### src/design/xc_pkg.sv
// ---------------------------------------------------------------------
// Correlator shared definitions
// Holds the frame layout, counter and window sizes, the UART bit time,
// the frame sync byte and the frame buffer depth.
// ---------------------------------------------------------------------

package xc_pkg;

    // ---------------------------------------------------------------------
    // counting side
    // ---------------------------------------------------------------------
    localparam int num_lines     = 2;                      // two detector lines are counted.
    localparam int count_width   = 16;                     // each counter saturates at all ones.
    localparam int window_cycles = 1024;                   // one integration window in cycles.
    localparam int win_width     = $clog2(window_cycles);  // wide enough to index one window.

    // ---------------------------------------------------------------------
    // serial side
    // ---------------------------------------------------------------------
    localparam int         clks_per_bit = 8;                     // one UART bit in clock cycles.
    localparam int         baud_width   = $clog2(clks_per_bit);  // width of the bit timer.
    localparam logic [7:0] sync_byte    = 8'hA5;                 // every frame opens with this.

    // ---------------------------------------------------------------------
    // frame buffer
    // ---------------------------------------------------------------------
    localparam int fifo_depth     = 4;                        // frames held between the two sides.
    localparam int fifo_ptr_width = $clog2(fifo_depth);       // addresses one buffer entry.
    localparam int fifo_cnt_width = $clog2(fifo_depth + 1);   // counts zero up to a full buffer.

    // One finished window. The four fields go out on the line in the
    // order they are declared here, each one low byte first.
    typedef struct packed {
        logic [count_width-1:0] count0;      // rising edges seen on line 0.
        logic [count_width-1:0] count1;      // rising edges seen on line 1.
        logic [count_width-1:0] coinc_lag0;  // cycles where both lines had an edge.
        logic [count_width-1:0] coinc_lag1;  // line 1 edges one cycle after a line 0 edge.
    } xc_frame_t;

endpackage

### src/design/frame_fifo.sv
// ---------------------------------------------------------------------
// Frame buffer
// A small circular buffer of frames between the counting side and the
// UART side, with a sticky flag for frames lost to a full buffer.
// ---------------------------------------------------------------------

module frame_fifo (
    input  logic              clki,
    input  logic              reset,
    input  logic              push,
    input  xc_pkg::xc_frame_t wr_frame,
    input  logic              pop,
    output xc_pkg::xc_frame_t head,
    output logic              not_empty,
    output logic              overflow
);

    xc_pkg::xc_frame_t               mem [xc_pkg::fifo_depth];  // frame storage.
    logic [xc_pkg::fifo_ptr_width-1:0] wr_ptr;                  // next entry to fill.
    logic [xc_pkg::fifo_ptr_width-1:0] rd_ptr;                  // oldest stored entry.
    logic [xc_pkg::fifo_cnt_width-1:0] count;                   // frames currently held.
    logic                              full;
    logic                              do_push;
    logic                              do_pop;

    // Steps a pointer forward and wraps it after the last entry.
    function automatic logic [xc_pkg::fifo_ptr_width-1:0] ptr_inc(
        input logic [xc_pkg::fifo_ptr_width-1:0] ptr
    );
        if (ptr == xc_pkg::fifo_ptr_width'(xc_pkg::fifo_depth - 1)) begin
            return '0;
        end
        return ptr + 1'b1;
    endfunction

    assign full      = (count == xc_pkg::fifo_cnt_width'(xc_pkg::fifo_depth));
    assign not_empty = (count != '0);
    assign do_push   = push & ~full;       // a frame that finds no room is lost.
    assign do_pop    = pop & not_empty;    // an empty buffer ignores a pop.
    assign head      = mem[rd_ptr];        // the oldest frame is always on show.

    always_ff @(posedge clki) begin
        if (do_push) begin
            mem[wr_ptr] <= wr_frame;
        end
    end

    always_ff @(posedge clki) begin
        if (reset) begin
            wr_ptr   <= '0;
            rd_ptr   <= '0;
            count    <= '0;
            overflow <= 1'b0;
        end else begin
            if (do_push) wr_ptr <= ptr_inc(wr_ptr);
            if (do_pop) rd_ptr <= ptr_inc(rd_ptr);
            case ({do_push, do_pop})
                2'b10:   count <= count + 1'b1;
                2'b01:   count <= count - 1'b1;
                default: count <= count;            // both or neither leave the level alone.
            endcase
            overflow <= overflow | (push & full);    // stays up until the next reset.
        end
    end

endmodule

### src/design/pulse_correlator.sv
// ---------------------------------------------------------------------
// Pulse correlator
// Finds rising edges on both detector lines, counts them and their
// lag 0 and lag 1 coincidences over fixed windows, and strobes one
// frame out at the close of each window.
// ---------------------------------------------------------------------

module pulse_correlator (
    input  logic                         clki,
    input  logic                         reset,
    input  logic                         enable,
    input  logic [xc_pkg::num_lines-1:0] line_in,
    output xc_pkg::xc_frame_t            frame,
    output logic                         frame_valid
);

    logic [xc_pkg::num_lines-1:0] line_q;      // holds the previous sample of each line.
    logic [xc_pkg::num_lines-1:0] edge_now;    // flags an edge in the current sample.
    logic [xc_pkg::num_lines-1:0] edge_q;      // registered edges that belong to a window.
    logic                         prev_edge0;  // line 0 edge of the cycle before edge_q.
    logic                         active;      // a window is running.
    logic [xc_pkg::win_width-1:0] win_cnt;     // position inside the running window.
    logic                         start;       // this cycle opens a new window.
    logic                         in_win;      // this cycle's sample belongs to a window.
    logic                         last;        // this cycle is the final one of the window.
    xc_pkg::xc_frame_t            acc;         // running totals of the open window.

    // Adds one unless the counter already sits at its ceiling.
    function automatic logic [xc_pkg::count_width-1:0] sat_inc(
        input logic [xc_pkg::count_width-1:0] value,
        input logic                           inc
    );
        if (inc && (value != '1)) begin
            return value + 1'b1;
        end
        return value;
    endfunction

    // ---------------------------------------------------------------------
    // edge detection and window control
    // ---------------------------------------------------------------------
    assign edge_now = line_in & ~line_q;    // a high sample after a low one is an edge.
    assign start    = enable & ~active;     // a window opens once enable is seen while idle.
    assign in_win   = active | start;       // the opening cycle already counts.
    assign last     = active &&
                      (win_cnt == xc_pkg::win_width'(xc_pkg::window_cycles - 1));

    // ---------------------------------------------------------------------
    // totals including the edges still in the pipeline
    // ---------------------------------------------------------------------
    // The frame is the accumulator plus this cycle's registered edges, so in
    // the strobe cycle it already holds the edge of the window's last sample.
    always_comb begin
        frame.count0     = sat_inc(acc.count0, edge_q[0]);               // line 0 pulses.
        frame.count1     = sat_inc(acc.count1, edge_q[1]);               // line 1 pulses.
        frame.coinc_lag0 = sat_inc(acc.coinc_lag0, edge_q[0] & edge_q[1]);  // same cycle.
        frame.coinc_lag1 = sat_inc(acc.coinc_lag1, prev_edge0 & edge_q[1]); // one cycle apart.
    end

    always_ff @(posedge clki) begin
        if (reset) begin
            line_q      <= '0;
            edge_q      <= '0;
            prev_edge0  <= 1'b0;
            active      <= 1'b0;
            win_cnt     <= '0;
            frame_valid <= 1'b0;
            acc         <= '0;
        end else begin
            line_q      <= line_in;                                    // keeps the last sample.
            edge_q      <= edge_now & {xc_pkg::num_lines{in_win}};     // drops edges outside windows.
            prev_edge0  <= start ? 1'b0 : edge_q[0];                   // no lag 1 across a boundary.
            frame_valid <= last;                                       // strobes right after the close.
            acc         <= frame_valid ? '0 : frame;                   // clears as the frame leaves.
            if (start) begin
                active  <= 1'b1;                                       // the opening cycle is index 0.
                win_cnt <= xc_pkg::win_width'(1);
            end else if (last) begin
                active  <= 1'b0;                                       // enable decides what comes next.
                win_cnt <= '0;
            end else if (active) begin
                win_cnt <= win_cnt + 1'b1;
            end
        end
    end

endmodule

### src/design/uart_framer.sv
// ---------------------------------------------------------------------
// UART framer
// Takes frames from the buffer and sends each one as a sync byte and
// eight data bytes, 8N1, least significant bit first.
// ---------------------------------------------------------------------

module uart_framer (
    input  logic              clki,
    input  logic              reset,
    input  logic              not_empty,
    input  xc_pkg::xc_frame_t head,
    output logic              pop,
    output logic              tx
);

    xc_pkg::xc_frame_t             frame_q;   // the frame being sent.
    logic                          busy;      // a frame is on the line.
    logic [3:0]                    byte_idx;  // byte 0 is sync, bytes 1 to 8 are data.
    logic [3:0]                    bit_idx;   // bit 0 is start, 1 to 8 data, 9 stop.
    logic [xc_pkg::baud_width-1:0] baud;      // cycles spent in the current bit.
    logic [9:0]                    shift_q;   // stop, data and start bits of one byte.

    // Picks byte idx of the outgoing frame, each field low byte first.
    function automatic logic [7:0] frame_byte(
        input xc_pkg::xc_frame_t f,
        input logic [3:0]        idx
    );
        case (idx)
            4'd1:    return f.count0[7:0];
            4'd2:    return f.count0[15:8];
            4'd3:    return f.count1[7:0];
            4'd4:    return f.count1[15:8];
            4'd5:    return f.coinc_lag0[7:0];
            4'd6:    return f.coinc_lag0[15:8];
            4'd7:    return f.coinc_lag1[7:0];
            4'd8:    return f.coinc_lag1[15:8];
            default: return xc_pkg::sync_byte;
        endcase
    endfunction

    assign pop = ~busy & not_empty;   // pops only between frames.
    assign tx  = shift_q[0];          // the line idles high with all ones loaded.

    always_ff @(posedge clki) begin
        if (pop) begin
            frame_q <= head;          // taken in the same cycle as the pop.
        end
    end

    // ---------------------------------------------------------------------
    // bit and byte sequencing
    // ---------------------------------------------------------------------
    always_ff @(posedge clki) begin
        if (reset) begin
            busy     <= 1'b0;
            byte_idx <= '0;
            bit_idx  <= '0;
            baud     <= '0;
            shift_q  <= '1;
        end else if (pop) begin
            busy     <= 1'b1;
            byte_idx <= '0;
            bit_idx  <= '0;
            baud     <= '0;
            shift_q  <= {1'b1, xc_pkg::sync_byte, 1'b0};    // the sync byte goes first.
        end else if (busy) begin
            if (baud == xc_pkg::baud_width'(xc_pkg::clks_per_bit - 1)) begin
                baud <= '0;
                if (bit_idx == 4'd9) begin
                    bit_idx <= '0;                           // the stop bit is done.
                    if (byte_idx == 4'd8) begin
                        busy <= 1'b0;                        // idle for at least one cycle.
                    end else begin
                        byte_idx <= byte_idx + 1'b1;
                        shift_q  <= {1'b1, frame_byte(frame_q, byte_idx + 4'd1), 1'b0};
                    end
                end else begin
                    bit_idx <= bit_idx + 1'b1;
                    shift_q <= {1'b1, shift_q[9:1]};         // ones fill in behind the stop bit.
                end
            end else begin
                baud <= baud + 1'b1;
            end
        end
    end

endmodule

### src/design/xc_core.sv
// ---------------------------------------------------------------------
// Correlator core
// Counting side, frame buffer and UART framer joined into one block
// with the detector lines in and a serial line out.
// ---------------------------------------------------------------------

module xc_core (
    input  logic       clki,
    input  logic       reset,
    input  logic       enable,
    input  logic [1:0] line_in,
    output logic       tx,
    output logic       overflow
);

    xc_pkg::xc_frame_t frame;        // a finished window from the counting side.
    logic              frame_valid;  // one cycle strobe for the frame above.
    xc_pkg::xc_frame_t head;         // oldest buffered frame.
    logic              not_empty;    // the buffer holds at least one frame.
    logic              pop;          // the framer takes the head frame.

    pulse_correlator correlator_i (
        .clki        (clki),
        .reset       (reset),
        .enable      (enable),
        .line_in     (line_in),
        .frame       (frame),
        .frame_valid (frame_valid)
    );

    frame_fifo fifo_i (
        .clki      (clki),
        .reset     (reset),
        .push      (frame_valid),
        .wr_frame  (frame),
        .pop       (pop),
        .head      (head),
        .not_empty (not_empty),
        .overflow  (overflow)
    );

    uart_framer framer_i (
        .clki      (clki),
        .reset     (reset),
        .not_empty (not_empty),
        .head      (head),
        .pop       (pop),
        .tx        (tx)
    );

endmodule

### config.mk
export PLATFORM = sky130hd
export DESIGN_NAME = xc_core
export DESIGN_NICKNAME = d
export VERILOG_FILES = /design/src/design/xc_pkg.sv /design/src/design/frame_fifo.sv /design/src/design/pulse_correlator.sv /design/src/design/uart_framer.sv /design/src/design/xc_core.sv
export SDC_FILE = /design/constraint.sdc
export NUM_CORES = 1
export LEC_CHECK = 0
export BUFFER_PORTS_ARGS = -buffer_cell sky130_fd_sc_hd__clkbuf_2
export CORE_ASPECT_RATIO = 0.9
export CORE_UTILIZATION = 50
export CTS_CLUSTER_SIZE = 12
export DETAILED_ROUTE_END_ITERATION = 8
export GPL_TIMING_DRIVEN = 0
export PLACE_DENSITY = 0.65
export SYNTH_ARGS = -nofsm -noshare
export SYNTH_HDL_FRONTEND = slang
export SYNTH_SLANG_ARGS = --single-unit
### constraint.sdc
create_clock -name clki -period 5.6 [get_ports clki]
set_clock_uncertainty 0.05 [all_clocks]
set_input_delay 1.68 -clock clki [delete_from_list [all_inputs] [get_ports clki]]
set_output_delay 1.68 -clock clki [all_outputs]
set_load 0.02 [all_outputs]
Word level (Yosys, flattened, before mapping):

Memories as Yosys holds them, arrays and structs flattened. A register that Yosys moved wholly into a read port is not among the register bits.
Cells that the tools add are included.

* add/sub/neg operators: 12
* multiply operators: 0
* divide/modulo/power cells: 0
* order comparisons: 0
* equal/unequal tests: 23
* shift operators: 0
* multiplexer cells: 43
* bitwise operators: 16
* reductions and logical operators: 19

Operators by type and width (count)
* $mux W16: 8
* $add A16 B1 Y16 const B: 4
* $ne A16 B16 Y1 const B: 4
* $pmux W8 S8: 1
* $mux W8: 3
* $mux W1: 22
* $mux W10: 2
* $eq A4 B3 Y1 const B: 4
* $eq A4 B4 Y1 const B: 3
* $add A10 B1 Y10 const B: 1
* $eq A10 B10 Y1 const B: 1
* $add A4 B1 Y4 const B: 2
* $eq A4 B2 Y1 const B: 2
* $mux W2: 4
* $reduce_bool A2 Y1: 4
* $and A1 B1 Y1: 7
* $add A3 B1 Y3 const B: 2
* $eq A2 B2 Y1 const B: 3
* $eq A3 B3 Y1 const B: 2
* $pmux W3 S2: 1
* $reduce_and A3 Y1: 2
* $reduce_bool A3 Y1: 2
* $reduce_or A2 Y1: 3
* $logic_and A1 B1 Y1: 5
* other kinds (15): 21

* bits in registers: 111
* latch bits: 0
* RAM bits: 256
* memory bits (read-only): 0
* bits of input ports: 5
* output and inout port bits: 2
* logic and storage cells: 135
* memories: 1

Memories
* fifo_i.mem: depth 4, width 64, read ports 1, clocked after Yosys merged registers in 1, wr ports 1, RTL line frame_fifo.sv:18 `xc_pkg::xc_frame_t mem [xc_pkg::fifo_depth];`

Longest topological paths before layout:

* depth after elaboration: 8
* mapped depth: 10
* depth with buffers taken out: 10

Hierarchy:

Synthesis repeated with hierarchy kept, for this count alone.

* cells, all modules: 1268
* area, all modules: 18307.6 µm²

By module, submodules not included
* frame_fifo: instances 1, cells each 388, area an instance 9751.9 µm², seq. area each 7887.6 µm²
* pulse_correlator: instances 1, cells each 553, area an instance 4579.4 µm², seq. area each 1621.6 µm²
* uart_framer: instances 1, cells each 327, area an instance 3976.3 µm², seq. area each 2342.2 µm²

Least setup slack after synthesis:

No wires, ideal clock.

* kind: register to register
* start point: register framer_i.busy
* end point: register fifo_i.count[2] in the netlist's numbering
* setup time: 71 ps
* arrival time: 4942 ps
* required time: 5479 ps
* setup slack: 537 ps
* cell stages (with the launch flop): 9
* buffers on the path: 1
* period minus slack after synthesis: 5063 ps
* cells stage by stage: dfxtp_1 > clkbuf_1 > nor2_1 > ha_1 > inv_1 > fa_1 > xor2_1 > or3_1 > a21oi_1

* word-level cells in the longest chain between the ends: 5
* elaborated cells on any way between the ends: 7
* those cells by class: eq/ne (2); mux (1); bitwise (3); reduce/logical (1)

RTL lines
* from (decl): RTL line uart_framer.sv:17 `logic busy;`
* from (signal assigned): RTL line uart_framer.sv:55 `busy <= 1'b0;`
* from (signal assigned): RTL line uart_framer.sv:61 `busy <= 1'b1;`
* from (signal assigned): RTL line uart_framer.sv:72 `busy <= 1'b0;`
* $not A1 Y1 *: RTL line uart_framer.sv:41 `assign pop = ~busy & not_empty;`
* $and A1 B1 Y1 *: RTL line uart_framer.sv:41
* $and A1 B1 Y1 *: RTL line frame_fifo.sv:39 `assign do_pop = pop & not_empty;`
* via fifo_i.do_pop: RTL line frame_fifo.sv:24 `logic do_pop;`
* $eq A2 B1 Y1 or $eq A2 B2 Y1 (tied branches): RTL line frame_fifo.sv:57 `case ({do_push, do_pop})`
* $pmux W3 S2 or $reduce_bool A2 Y1 (tied branches)
* to (signal assigned): RTL line frame_fifo.sv:58 `2'b10: count <= count + 1'b1;`
* to (signal assigned): RTL line frame_fifo.sv:59 `2'b01: count <= count - 1'b1;`
* to (signal assigned): RTL line frame_fifo.sv:60 `default: count <= count;`
* to (decl): RTL line frame_fifo.sv:21 `logic [xc_pkg::fifo_cnt_width-1:0] count;`

The timed path passes the listed nets; every way through them passes the cells marked *.
A chain may end at the register's enable or synchronous reset.

Worst setup path in the final report:

* start point: input reset
* end point: register correlator_i.acc[39] in the netlist's numbering

* word-level cells in the longest chain between the ends: 1

RTL lines
* from (decl): RTL line xc_core.sv:9 `input logic reset,`
* $reduce_or A2 Y1 (no line)
* to (signal assigned): RTL line pulse_correlator.sv:74 `acc <= frame_valid ? '0 : frame;`
* to (decl): RTL line pulse_correlator.sv:26 `xc_pkg::xc_frame_t acc;`

Every way passes these cells.

==> results.cfg <==
[route]
drt_first_pass_iters = 5
avgRoutedWirePerCell_um = 21.5
finalWirelength_um = 35700
antenna_left = 0
first_iter_violations = 704
viasPerCell = 5.76
route.detailed.drc = 0
vias = 9569

[finish]
layout-drive-gt1-share_pct = 14.5
diodes = 0
nets = 1187
synthToLayoutAreaGrowth_pct = 12.5
nFillCells = 2681
multi_input_area_um2 = 5180
seq_area_um2 = 11800

[clock_network]
postCtsSetupRepairBufs = 0
cts_buffer_depth = 3
ctsHoldBuffers = 0
root_buffer = clkbuf_16
cts_tree = built
cts_resized = 0
clock_sinks = 430
numCtsBuffers = 44
clkLatencyLatePin_ps = 550
cts.clk_slew.worst_paths_ps = 60
htree_levels = 2

[sta]
tns_ps = 0
period_minus_slack_ps = 3490
setup_slack_ps = 2110
drv_slew = 0
setup_viol = 0
max_slew_margin_pct = 30.9
worst_pin_slew_ps = 1040
fin_crit_sh_pct = 62.4
rsz0062_at_grt = false
hold_violations = 0
clock.fmax_mhz = 286

[logic_synthesis]
ys_types = 71
ys.flop_type = edfxtp_1
synth.yosys.warnings = 0
synth_top_family_by_area = simple AND/OR/NAND/NOR gates
synth_top_cell_by_area = edfxtp_1
postSynthCellCount = 1106
synth_most_common_cell = edfxtp_1
synth-compound-area-share_pct = 6.42
synth_adder_area_share_pct = 1.42
synth_area_per_cell_um2 = 15.6
syn_area_um2 = 17200
synth_area_leaders = edfxtp_1 56%, dfxtp_1 13%, mux4_2 8.4%
async_reset_ff_share_pct = 0
syn_nets = 1130
synth_edf_count = 320
yosys.area_share.simple_pct = 9.74
synth_xor_area_share_pct = 3.15
synth_top_area_share_pct = 55.7
synth_seq_cells = 430
yosys-top-cells-count = 320 x edfxtp_1, 110 x dfxtp_1, 65 x and2_1, 64 x mux4_2, 60 x nor2_1
muxShareOfSynthArea_pct = 9.18
ys_seq_area_share_pct = 68.5

[status]
outcome = finished clean

[die]
die-height_um = 178
ioPinCount = 7
die_w_um = 198
coreArea_um2 = 34000
dieArea_um2 = 35200
num_rows = 64
start_util_pct = 50.8

[place]
pre_cts_slack_ps = 1590
io_buffer_count = 5
place.gp.congestion = 0.897
dp_hpwl_um = 23200

[min_path]
worstHoldPathType = reg2reg
holdCritStartpoint = correlator_i.line_q[1]
min_path_cells = 1
timing.hold.worst_endpoint = correlator_i.edge_q[1]

[critical_path]
r2r_end = framer_i.shift_q[5]
worstPathRequired_ps = 6030
cp.arrival_ps = 3920
path_class = in2reg
cpPeakStageDelay_ps = 880
cpMaxStageDelayCell = nor2_1
r2r.worst_path.cells = 8
worstPathCellList = clkbuf_1, nor2_1, clkbuf_1, nand2_1, mux2i_1
cp-start-kind = input pin
path_max_fanout = 10
crit_buf_inv = 2
timing.rr.start = framer_i.byte_idx[1]
cp_common_cell = clkbuf_1
cp-end-kind = register
regToRegSetupSlack_ps = 2690
cpLargestDelayFamily = buffers and inverters

[grt]
grt-ovfl-total = 0
grt_usage_pct = 21.2
antenna_found_initial = 1
grt_pass1_wl_um = 55500
grt_max_degree = 54
grt_pass1_vias = 9273

[power_and_ir_drop]
p_leak_nw = 6.77
ir_drop_uv = 233
power.density_nw_per_um2 = 363

[job]
cap_violations = 0
-- stage by stage --
stage / power, mW / area [um2] / utilization, % / std cells / hold slack, ps
6_report: 7.04 / 19400 / 57.1 / 1661 / 346
3_3_place_gp: 4.96 / 17800 / 52.5 / 1573 / 328
2_1_floorplan: 4.09 / 17200 / - / 1106 / 323
5_1_grt: 7.29 / 19400 / 57.1 / 1661 / 359
3_5_place_dp: 4.33 / 18000 / 53.1 / 1579 / 338
4_1_cts: 7.11 / 19400 / 57.1 / 1661 / 347
-- placed cells by master, fill, tap and decap left out, types with 6 or more instances in the layout --
cell / count
or3_1: 7
nand3_1: 26
and2_1: 65
and3_1: 16
nor3b_1: 6
a221oi_1: 11
nand4_1: 22
ha_1: 18
buf_2: 10
nand2_1: 45
inv_1: 17
nor3_1: 14
o211ai_1: 7
xor2_1: 27
dfxtp_1: 110
xnor2_1: 35
nor2_1: 59
mux2i_1: 7
a22oi_1: 15
mux4_2: 64
edfxtp_1: 320
nor2b_1: 7
a21oi_1: 35
o21ai_0: 21
clkbuf_16: 45
a31oi_1: 7
clkbuf_8: 6
clkbuf_1: 57
-- area by class of cell --
class / instances / share of cell area [%]
Timing Repair Buffer: 11 / 0.942
Clock inverter: 7 / 0.348
Inverter: 17 / 0.329
Buffer: 49 / 1.05
Multi-Input combinational cell: 610 / 26.7
Sequential cell: 430 / 60.9
Clock buffer: 75 / 6.70
Tap cell: 462 / 2.98
-- sequential cells by signal, indices dropped and copies added (netlist names), 2 cells and up --
name / count
correlator_i.win_cnt: 10
correlator_i.edge_q: 2
fifo_i.count: 3
correlator_i.acc: 64
framer_i.byte_idx: 4
framer_i.baud: 3
fifo_i.rd_ptr: 2
framer_i.shift_q: 9
fifo_i.wr_ptr: 2
framer_i.bit_idx: 4
framer_i.frame_q: 64
fifo_i.mem: 256
correlator_i.line_q: 2
-- power by group --
group / total, mW / internal, mW / leakage, nW / switching, mW
registers: 3.76 / 3.63 / 4.19 / 0.128
clock network: 2.77 / 1.62 / 0.663 / 1.15
logic: 0.503 / 0.198 / 1.92 / 0.305
-- metal layers --
layer | wire, um | GRT usage, %
met2 | 16100 | 32.0
met5 | 0 | 0
met4 | 711 | 5.59
met1 | 17000 | 32.1
met3 | 1990 | 3.14
-- worst max path at each step --
stage	from	to	slack [ps]	cells after the start
6_report	reset	correlator_i.acc[39]	2110	5
5_1_grt	reset	correlator_i.acc[39]	1950	5
2_1_floorplan	framer_i.busy	fifo_i.count[2]	540	8
3_5_place_dp	reset	correlator_i.acc[39]	1590	5
3_3_place_gp	framer_i.busy	fifo_i.count[2]	-1460	8
4_1_cts	reset	correlator_i.acc[39]	2160	5
-- kinds of logic (layout without fill, tap and decap cells) --
logic type,count (synthesis),after routing
adder cells (fa/ha/maj),19,19
XOR/XNOR,62,62
AO/OA/AOI/OAI,151,151
AND/OR/NAND/NOR,301,301
multiplexers,77,77
flip-flops,430,430
buffers and inverters,66,159
No activity file was read; power rests on OpenSTA's default activity.
